**src/design/boot_defines.svh**
```systemverilog
`ifndef BOOT_DEFINES_SVH
`define BOOT_DEFINES_SVH

// data word width, shared by memories and console
`define BOOT_WORD_W 32

// clock cycles per serial bit
// 100 MHz clock at 115200 baud
`define BOOT_CLKS_PER_BIT 868

// console buffer address bits
// 6 bits give 64 pending entries
`define BOOT_TXBUF_AW 6

// image header length in words
// total bytes, data word count, first pc
`define BOOT_HEADER_WORDS 3

`endif
```
**src/design/boot_pkg.sv**
```systemverilog
`include "boot_defines.svh"

package boot_pkg;

  // memory or console word
  typedef logic [`BOOT_WORD_W-1:0] word_t;
  // one serial byte
  typedef logic [7:0] byte_t;
  // byte address into dmem or imem
  typedef logic [31:0] addr_t;
  // word count
  typedef logic [31:0] count_t;
  // byte index within a word
  typedef logic [1:0] lane_t;

  // loader phases, header words first, then payload sections
  typedef enum logic [2:0] {
    st_size,
    st_data_count,
    st_pc,
    st_data,
    st_program,
    st_done
  } loader_state_e;

  // serial frame phases, shared by rx and tx
  typedef enum logic [1:0] {
    st_idle,
    st_start,
    st_bits,
    st_stop
  } uart_state_e;

endpackage

```
**src/design/boot_console.sv**
```systemverilog
`include "boot_defines.svh"

module boot_console #(
  parameter int CLKS_PER_BIT = `BOOT_CLKS_PER_BIT
) (
  input  logic             clk,
  input  logic             rstn,
  input  logic             rxd,
  output logic             txd,
  output logic             dmem_we,
  output boot_pkg::addr_t  dmem_addr,
  output boot_pkg::word_t  dmem_wdata,
  output logic             imem_we,
  output boot_pkg::addr_t  imem_addr,
  output boot_pkg::word_t  imem_wdata,
  output boot_pkg::addr_t  first_pc,
  output boot_pkg::count_t program_words,
  output logic             load_done,
  input  logic             out_we,
  input  boot_pkg::word_t  out_data,
  input  logic             out_is_word,
  output logic             out_full
);

  boot_pkg::byte_t rx_byte;
  logic            rx_strobe;
  boot_pkg::word_t word;
  logic            word_valid;
  boot_pkg::byte_t tx_byte;
  logic            tx_start;
  logic            tx_busy;

  // receive path, serial to words
  uart_rx #(.CLKS_PER_BIT(CLKS_PER_BIT)) i_uart_rx (
    .clk, .rstn, .rxd, .rx_byte, .rx_strobe
  );

  word_assembler i_word_assembler (
    .clk, .rstn, .rx_byte, .rx_strobe, .word, .word_valid
  );

  // header decode and memory writes
  program_loader i_program_loader (
    .clk, .rstn, .word, .word_valid,
    .dmem_we, .dmem_addr, .dmem_wdata,
    .imem_we, .imem_addr, .imem_wdata,
    .first_pc, .program_words, .load_done
  );

  // console output, words split low byte first
  console_tx_buffer i_console_tx_buffer (
    .clk, .rstn, .out_we, .out_data, .out_is_word, .out_full,
    .tx_byte, .tx_start, .tx_busy
  );

  uart_tx #(.CLKS_PER_BIT(CLKS_PER_BIT)) i_uart_tx (
    .clk, .rstn, .tx_byte, .tx_start, .tx_busy, .txd
  );

endmodule

```
**src/design/uart_tx.sv**
```systemverilog
`include "boot_defines.svh"

module uart_tx #(
  parameter int CLKS_PER_BIT = `BOOT_CLKS_PER_BIT
) (
  input  logic            clk,
  input  logic            rstn,
  input  boot_pkg::byte_t tx_byte,
  input  logic            tx_start,
  output logic            tx_busy,
  output logic            txd
);

  localparam int CNT_W = $clog2(CLKS_PER_BIT);

  boot_pkg::uart_state_e state;
  logic [CNT_W-1:0]      cnt;
  logic [2:0]            bit_idx;
  boot_pkg::byte_t       shreg;
  logic                  bit_end;

  assign bit_end = (cnt == CNT_W'(CLKS_PER_BIT - 1));
  // busy from the cycle after tx_start until stop bit ends
  assign tx_busy = (state != boot_pkg::st_idle);

  always_ff @(posedge clk or negedge rstn) begin
    if (!rstn) begin
      state   <= boot_pkg::st_idle;
      cnt     <= '0;
      bit_idx <= '0;
      txd     <= 1'b1;
    end else begin
      cnt <= bit_end ? '0 : cnt + 1'b1;
      case (state)
        boot_pkg::st_idle: begin
          cnt <= '0;
          txd <= 1'b1;
          if (tx_start) begin
            txd   <= 1'b0;
            state <= boot_pkg::st_start;
          end
        end
        boot_pkg::st_start: begin
          if (bit_end) begin
            txd     <= shreg[0];
            bit_idx <= '0;
            state   <= boot_pkg::st_bits;
          end
        end
        boot_pkg::st_bits: begin
          if (bit_end) begin
            bit_idx <= bit_idx + 1'b1;
            txd     <= shreg[bit_idx + 1'b1];
            if (bit_idx == 3'd7) begin
              txd   <= 1'b1;
              state <= boot_pkg::st_stop;
            end
          end
        end
        default: begin
          if (bit_end) begin
            state <= boot_pkg::st_idle;
          end
        end
      endcase
    end
  end

  // byte held for the whole frame
  always_ff @(posedge clk) begin
    if (state == boot_pkg::st_idle && tx_start) begin
      shreg <= tx_byte;
    end
  end

endmodule

```
**src/design/console_tx_buffer.sv**
```systemverilog
`include "boot_defines.svh"

module console_tx_buffer (
  input  logic            clk,
  input  logic            rstn,
  input  logic            out_we,
  input  boot_pkg::word_t out_data,
  input  logic            out_is_word,
  output logic            out_full,
  output boot_pkg::byte_t tx_byte,
  output logic            tx_start,
  input  logic            tx_busy
);

  localparam int AW    = `BOOT_TXBUF_AW;
  localparam int DEPTH = 1 << AW;

  // entry = {word flag, data}
  logic [`BOOT_WORD_W:0] mem [DEPTH];
  logic [AW:0]           wr_ptr;
  logic [AW:0]           rd_ptr;
  logic                  empty;
  logic                  head_is_word;
  boot_pkg::word_t       head_data;
  boot_pkg::lane_t       lane;
  logic                  last_sent;
  logic                  can_start;
  logic                  last_lane;

  // extra pointer bit tells full from empty
  assign empty    = (wr_ptr == rd_ptr);
  assign out_full = (wr_ptr[AW] != rd_ptr[AW]) && (wr_ptr[AW-1:0] == rd_ptr[AW-1:0]);

  assign {head_is_word, head_data} = mem[rd_ptr[AW-1:0]];

  // start only when uart is idle and no start in flight
  assign can_start = !empty && !tx_busy && !tx_start && !last_sent;
  // byte entry has a single lane
  assign last_lane = !head_is_word || (lane == 2'd3);

  // requests while full are dropped
  always_ff @(posedge clk) begin
    if (out_we && !out_full) begin
      mem[wr_ptr[AW-1:0]] <= {out_is_word, out_data};
    end
  end

  always_ff @(posedge clk or negedge rstn) begin
    if (!rstn) begin
      wr_ptr    <= '0;
      rd_ptr    <= '0;
      lane      <= '0;
      last_sent <= 1'b0;
      tx_start  <= 1'b0;
    end else begin
      tx_start <= 1'b0;
      if (out_we && !out_full) begin
        wr_ptr <= wr_ptr + 1'b1;
      end
      if (can_start) begin
        tx_start <= 1'b1;
        if (last_lane) begin
          lane      <= '0;
          last_sent <= 1'b1;
        end else begin
          lane <= lane + 1'b1;
        end
      end
      // entry stays pending until its last byte is out
      if (last_sent && !tx_busy && !tx_start) begin
        last_sent <= 1'b0;
        rd_ptr    <= rd_ptr + 1'b1;
      end
    end
  end

  // low byte first
  always_ff @(posedge clk) begin
    if (can_start) begin
      tx_byte <= head_data[lane*8 +: 8];
    end
  end

endmodule

```
**src/design/program_loader.sv**
```systemverilog
`include "boot_defines.svh"

module program_loader (
  input  logic             clk,
  input  logic             rstn,
  input  boot_pkg::word_t  word,
  input  logic             word_valid,
  output logic             dmem_we,
  output boot_pkg::addr_t  dmem_addr,
  output boot_pkg::word_t  dmem_wdata,
  output logic             imem_we,
  output boot_pkg::addr_t  imem_addr,
  output boot_pkg::word_t  imem_wdata,
  output boot_pkg::addr_t  first_pc,
  output boot_pkg::count_t program_words,
  output logic             load_done
);

  boot_pkg::loader_state_e state;
  boot_pkg::count_t        total_bytes;
  boot_pkg::count_t        data_left;
  boot_pkg::count_t        prog_left;
  boot_pkg::count_t        prog_count;

  // program words = total/4 - header - data words
  assign prog_count = (total_bytes >> 2) - boot_pkg::count_t'(`BOOT_HEADER_WORDS) - data_left;

  always_ff @(posedge clk or negedge rstn) begin
    if (!rstn) begin
      state         <= boot_pkg::st_size;
      total_bytes   <= '0;
      data_left     <= '0;
      prog_left     <= '0;
      first_pc      <= '0;
      program_words <= '0;
      dmem_we       <= 1'b0;
      imem_we       <= 1'b0;
      dmem_addr     <= '0;
      imem_addr     <= '0;
      load_done     <= 1'b0;
    end else begin
      dmem_we <= 1'b0;
      imem_we <= 1'b0;
      // step address once the write pulse is over
      if (dmem_we) begin
        dmem_addr <= dmem_addr + 32'd4;
      end
      if (imem_we) begin
        imem_addr <= imem_addr + 32'd4;
      end
      case (state)
        boot_pkg::st_size: begin
          if (word_valid) begin
            total_bytes <= word;
            state       <= boot_pkg::st_data_count;
          end
        end
        boot_pkg::st_data_count: begin
          if (word_valid) begin
            data_left <= word;
            state     <= boot_pkg::st_pc;
          end
        end
        boot_pkg::st_pc: begin
          if (word_valid) begin
            first_pc      <= word;
            program_words <= prog_count;
            prog_left     <= prog_count;
            // empty image finishes right here
            if (data_left == '0 && prog_count == '0) begin
              load_done <= 1'b1;
              state     <= boot_pkg::st_done;
            end else if (data_left == '0) begin
              state <= boot_pkg::st_program;
            end else begin
              state <= boot_pkg::st_data;
            end
          end
        end
        boot_pkg::st_data: begin
          if (word_valid) begin
            dmem_we   <= 1'b1;
            data_left <= data_left - 1'b1;
            // last data word, skip program if empty
            if (data_left == 32'd1) begin
              state <= (prog_left == '0) ? boot_pkg::st_done : boot_pkg::st_program;
            end
          end
        end
        boot_pkg::st_program: begin
          if (word_valid) begin
            imem_we   <= 1'b1;
            prog_left <= prog_left - 1'b1;
            if (prog_left == 32'd1) begin
              state <= boot_pkg::st_done;
            end
          end
        end
        default: begin
          // trailing words are ignored
          load_done <= 1'b1;
        end
      endcase
    end
  end

  // write data follows the strobe
  always_ff @(posedge clk) begin
    if (word_valid && state == boot_pkg::st_data) begin
      dmem_wdata <= word;
    end
    if (word_valid && state == boot_pkg::st_program) begin
      imem_wdata <= word;
    end
  end

endmodule

```
**src/design/word_assembler.sv**
```systemverilog
`include "boot_defines.svh"

module word_assembler (
  input  logic            clk,
  input  logic            rstn,
  input  boot_pkg::byte_t rx_byte,
  input  logic            rx_strobe,
  output boot_pkg::word_t word,
  output logic            word_valid
);

  boot_pkg::lane_t lane;
  boot_pkg::word_t word_q;

  // lane counter and completion pulse
  always_ff @(posedge clk or negedge rstn) begin
    if (!rstn) begin
      lane       <= '0;
      word_valid <= 1'b0;
    end else begin
      word_valid <= 1'b0;
      if (rx_strobe) begin
        lane <= lane + 1'b1;
        // fourth byte completes the word
        if (lane == 2'd3) begin
          word_valid <= 1'b1;
        end
      end
    end
  end

  // shift from the low end
  // first byte ends up in bits 31:24
  always_ff @(posedge clk) begin
    if (rx_strobe) begin
      word_q <= {word_q[`BOOT_WORD_W-9:0], rx_byte};
    end
  end

  // stable while word_valid is high
  assign word = word_q;

endmodule

```
**src/design/uart_rx.sv**
```systemverilog
`include "boot_defines.svh"

module uart_rx #(
  parameter int CLKS_PER_BIT = `BOOT_CLKS_PER_BIT
) (
  input  logic             clk,
  input  logic             rstn,
  input  logic             rxd,
  output boot_pkg::byte_t  rx_byte,
  output logic             rx_strobe
);

  localparam int CNT_W = $clog2(CLKS_PER_BIT);

  logic                  rxd_meta;
  logic                  rxd_sync;
  boot_pkg::uart_state_e state;
  logic [CNT_W-1:0]      cnt;
  logic [2:0]            bit_idx;
  boot_pkg::byte_t       shreg;

  // two-flop synchroniser, idles high like the line
  always_ff @(posedge clk or negedge rstn) begin
    if (!rstn) begin
      rxd_meta <= 1'b1;
      rxd_sync <= 1'b1;
    end else begin
      rxd_meta <= rxd;
      rxd_sync <= rxd_meta;
    end
  end

  always_ff @(posedge clk or negedge rstn) begin
    if (!rstn) begin
      state     <= boot_pkg::st_idle;
      cnt       <= '0;
      bit_idx   <= '0;
      rx_strobe <= 1'b0;
    end else begin
      rx_strobe <= 1'b0;
      cnt       <= cnt + 1'b1;
      case (state)
        boot_pkg::st_idle: begin
          cnt <= '0;
          // falling edge of start bit
          if (!rxd_sync) begin
            state <= boot_pkg::st_start;
          end
        end
        boot_pkg::st_start: begin
          // half a bit in, recheck for a glitch
          if (cnt == CNT_W'(CLKS_PER_BIT / 2 - 1)) begin
            cnt     <= '0;
            bit_idx <= '0;
            state   <= rxd_sync ? boot_pkg::st_idle : boot_pkg::st_bits;
          end
        end
        boot_pkg::st_bits: begin
          // mid-bit of each data bit
          if (cnt == CNT_W'(CLKS_PER_BIT - 1)) begin
            cnt     <= '0;
            bit_idx <= bit_idx + 1'b1;
            if (bit_idx == 3'd7) begin
              state <= boot_pkg::st_stop;
            end
          end
        end
        default: begin
          // mid stop bit, good frame only when high
          if (cnt == CNT_W'(CLKS_PER_BIT - 1)) begin
            cnt       <= '0;
            rx_strobe <= rxd_sync;
            state     <= boot_pkg::st_idle;
          end
        end
      endcase
    end
  end

  // lsb first, shift in from the top
  always_ff @(posedge clk) begin
    if (state == boot_pkg::st_bits && cnt == CNT_W'(CLKS_PER_BIT - 1)) begin
      shreg <= {rxd_sync, shreg[7:1]};
    end
  end

  assign rx_byte = shreg;

endmodule

```
**config.mk**
```make
export PLATFORM = sky130hd
export DESIGN_NAME = boot_console
export DESIGN_NICKNAME = d
export VERILOG_FILES = /design/src/design/boot_pkg.sv /design/src/design/boot_console.sv /design/src/design/uart_tx.sv /design/src/design/console_tx_buffer.sv /design/src/design/program_loader.sv /design/src/design/word_assembler.sv /design/src/design/uart_rx.sv
export VERILOG_INCLUDE_DIRS = /design/src /design/src/design
export SDC_FILE = /design/constraint.sdc
export NUM_CORES = 2
export LEC_CHECK = 0
export BUFFER_PORTS_ARGS = -buffer_cell sky130_fd_sc_hd__buf_2
export CAP_MARGIN = 25
export CORE_MARGIN = 2
export CORE_UTILIZATION = 55
export CTS_CLUSTER_SIZE = 16
export DETAILED_ROUTE_END_ITERATION = 6
export GPL_TIMING_DRIVEN = 0
export PLACE_DENSITY = 0.71
export SYNTH_ARGS = -nofsm -noshare
export SYNTH_HDL_FRONTEND = slang
export SYNTH_SLANG_ARGS = --single-unit
export TNS_END_PERCENT = 50
```
**constraint.sdc**
```tcl
create_clock -name clk -period 5.03 [get_ports clk]
set_input_delay 0.503 -clock clk [delete_from_list [all_inputs] [get_ports clk]]
set_output_delay 0.503 -clock clk [all_outputs]
set_load 0.01 [all_outputs]
```
==> flow_metrics.py <==
metrics = {
    "die": {
        "start_util": 0.554,
        "die_area_sq_um": 184000,
        "ios": 234,
        "row_count": 155,
        "die_h_um": 429,
        "dieWidth_um": 429,
        "core_sq_um": 179000,
    },
    "clocking": {
        "cts.clk_slew.worst_paths_ps": 60,
        "clockBufferDepth": 4,
        "cts_tree": "built",
        "numCtsBuffers": 274,
        "clk_latency_ps": 910,
        "cts_root_buffer": "clkbuf_16",
        "htree_levels": 5,
        "cts_num_sinks": 2511,
    },
    "placement": {
        "port_buffers": 229,
        "hpwl_um": 177000,
        "place_area_sq_um": 106000,
        "gp_congestion": 0.914,
    },
    "routing": {
        "drt_iter0_markers": 8246,
        "postRouteAntennaNets": 0,
        "wirelength_um": 272000,
        "drcViolationCount": 0,
        "wl_per_cell_um": 33.8,
        "vias": 53500,
        "vias_per_cell": 6.65,
        "firstDrtPassIters": 6,
    },
    "yosys": {
        "synth.most_common_cell": "edfxtp_1",
        "mappedNetlistArea_sq_um": 99100,
        "ys_ff_latch": 2511,
        "synthArstFlopShare": 0.111,
        "synth_area_leaders": "edfxtp_1 68%, mux4_2 16%, dfrtp_1 7.0%",
        "synth-main-ff-cell": "edfxtp_1",
        "synth_top_area_share": 0.676,
        "synth_common_cells": "2232 x edfxtp_1, 701 x mux4_2, 276 x dfrtp_1, 185 x nor2_1, 169 x nand2_1",
        "synth_warnings": 0,
        "netlist_instances": 4796,
        "synth-edff-count": 2232,
        "synth_area_leader_cell": "edfxtp_1",
        "synth_cell_types": 74,
        "syn_area_per_cell_sq_um": 20.7,
        "ys_seq_area_frac": 0.746,
    },
    "sta": {
        "hold_viol": 0,
        "min_period_ps": 4900,
        "maxSlewHeadroom": 0.232,
        "final_max_slew_viol_count": 0,
        "hold_ws_ps": 2.33,
        "final.period_utilization": 0.974,
        "finalSetupViolations": 0,
        "max_freq_mhz": 204,
        "skew_ps": 52.8,
        "tightest_slew_ps": 1150,
    },
    "global_routing": {
        "antenna_found_initial": 12,
        "grt_max_degree": 108,
        "grt_pass1_wl_um": 384000,
        "grt_util_all_layers": 0.295,
        "grt_overflow": 0,
        "first_global_vias": 52500,
    },
    "power_and_ir_drop": {
        "power_mw": 57.5,
        "powerDensity_nw_per_um2": 497,
        "ir_drop_mv": 0.438,
        "power.leakage_nw": 38.6,
    },
    "layout": {
        "layout-drive-gt1-share": 0.295,
        "n_fill_cell": 11600,
        "fin_nets": 5594,
        "syn2layout_area_growth_pct": 16.6,
        "fin_area_sq_um": 116000,
    },
    "setup_path": {
        "startpoint": "i_program_loader.total_bytes[2]",
        "critPathLaunchType": "register",
        "r2r_cells": 18,
        "critPathKind": "register to register",
        "setup.worst_path.end_class": "register",
        "worstReg2RegStart": "i_program_loader.total_bytes[2]",
        "cp_max_fo": 6,
        "critPathArrivalTime_ps": 5710,
        "r2r_slack_ps": 130,
        "r2r-end": "i_program_loader.state[0]",
        "critPathCapture": "i_program_loader.state[0]",
        "cp_data_required_time_ps": 5840,
    },
    "flow_run": {
        "maxCapViolations": 0,
    },
    "min_path": {
        "hold_path_class": "input port to register",
    },
    "outcome": {
        "status": "finished, final reports clean",
    },
}
[routing by layer]
metal,up-vias,part of all wire,track usage
li1,21200,-,-
met1,28200,0.38,0.419
met2,3546,0.48,0.465
met3,619,0.11,0.0578
met4,10,0.037,0.102
met5,-,0.00021,0
[power breakdown]
part           switching (mW)  leakage, nW  internal [mW]
registers               0.193         23.9           23.5
clock network            7.95         4.04           11.0
logic                    8.14         10.6           6.69
total                    16.3         38.6           41.2
[cells by family (layout without fill, tap and decap cells)]
logic type,after synthesis,in the layout,share of synthesized area
AOI/OAI and AO/OA,362,362,0.0215
muxes,789,789,0.169
and+or+nand+nor,639,639,0.0312
xor gates and xnor gates,145,145,0.0129
other,1,7,0.0000378
DFF,2511,2511,0.746
adders and majority gates,59,59,0.00752
buffers and inverters,290,1177,0.0113
[worst min-delay path by stage]
stage / cells after the start / to / from / slack (ps)
floorplan: 0 / i_console_tx_buffer.lane[0] / rstn / 210
global placement: 0 / i_uart_rx.rxd_sync / i_uart_rx.rxd_meta / 350
detailed placement: 0 / i_uart_rx.rxd_sync / i_uart_rx.rxd_meta / 350
CTS: 1 / i_console_tx_buffer.mem[35][28] / out_data[28] / 50
global route: 1 / i_console_tx_buffer.mem[50][18] / out_data[18] / 0.3
finish: 1 / i_console_tx_buffer.mem[58][21] / out_data[21] / 2
[critical path, cell delays in order, from the launching register on]
cell	delay, ps
dfrtp_1	420
ha_1	270
nor3_4	240
and2_2	260
nand2_2	80
or3_1	300
buf_2	170
or4_4	550
xnor2_2	200
ha_2	350
nand2_1	70
o21ai_0	130
or2_2	330
o31ai_1	280
xor2_1	310
nand4_1	140
nor4_1	230
nand4_1	230
a31oi_1	240
[layout by cell type (no fill, tap or decap), types with 11 or more instances in the layout]
master / n
a21oi_1: 113
a22o_1: 11
and3_1: 26
buf_1: 78
buf_12: 93
buf_16: 16
buf_2: 241
buf_4: 11
buf_8: 62
bufinv_16: 13
clkbuf_1: 205
clkbuf_16: 285
clkinv_1: 45
clkinv_2: 34
dfrtp_1: 275
dlygate4sd3_1: 11
edfxtp_1: 2232
ha_1: 56
inv_1: 57
mux2_2: 82
mux4_2: 701
nand2_1: 168
nand2b_1: 16
nand3_1: 72
nand4_1: 25
nor2_1: 121
nor2_4: 64
nor3_1: 33
nor4_1: 24
o21ai_0: 131
or3_1: 17
xnor2_1: 84
xor2_1: 53
[through the flow]
stage               instances  utilization  setup WS [ps]   TNS, ps
CTS                      7980        0.641           37.1         0
global placement         7383        0.577          -1950  -3504580
global route             8042        0.647           -143      -245
detailed placement       7513        0.594          -68.1      -275
floorplan                4799            -            891         0
finish                   8044        0.647            133         0
[repair_timing]
action / 4_1_cts / 5_1_grt
pin swaps: 0 / 5
resized for setup: 7 / 23
setup endpoints to repair: 9 / 7
endpoints found under the hold margin: 91 / 31
setup buffers: 0 / 7
hold buffers: 3 / 8
[state kept, by name, summed over array words and instances (netlist names), 3 cells and up]
signal / count
i_console_tx_buffer.tx_byte: 8
i_uart_tx.bit_idx: 3
i_program_loader.total_bytes: 30
i_program_loader.prog_left: 32
i_uart_rx.cnt: 10
i_uart_rx.bit_idx: 3
i_program_loader.dmem_wdata: 32
i_console_tx_buffer.wr_ptr: 7
i_uart_tx.cnt: 10
i_console_tx_buffer.rd_ptr: 7
i_program_loader.dmem_addr: 30
i_uart_tx.shreg: 8
i_word_assembler.word: 32
i_program_loader.imem_addr: 30
i_console_tx_buffer.mem: 2112
i_program_loader.state: 3
i_program_loader.data_left: 32
i_uart_rx.rx_byte: 8
i_program_loader.program_words: 32
i_program_loader.imem_wdata: 32
i_program_loader.first_pc: 32
[final cells by class]
cell class	instances	area, sq um	share of cell area
Multi-Input combinational cell	1998	24700	0.213
Timing Repair Buffer	425	4620	0.0400
Clock buffer	359	7430	0.0643
Tap cell	2355	2950	0.0255
Buffer	230	897	0.00776
Inverter	58	218	0.00188
Antenna cell	3	7.51	0.0000649
Clock inverter	105	836	0.00723
Sequential cell	2511	74000	0.640
(Power assumes the default switching activity.)
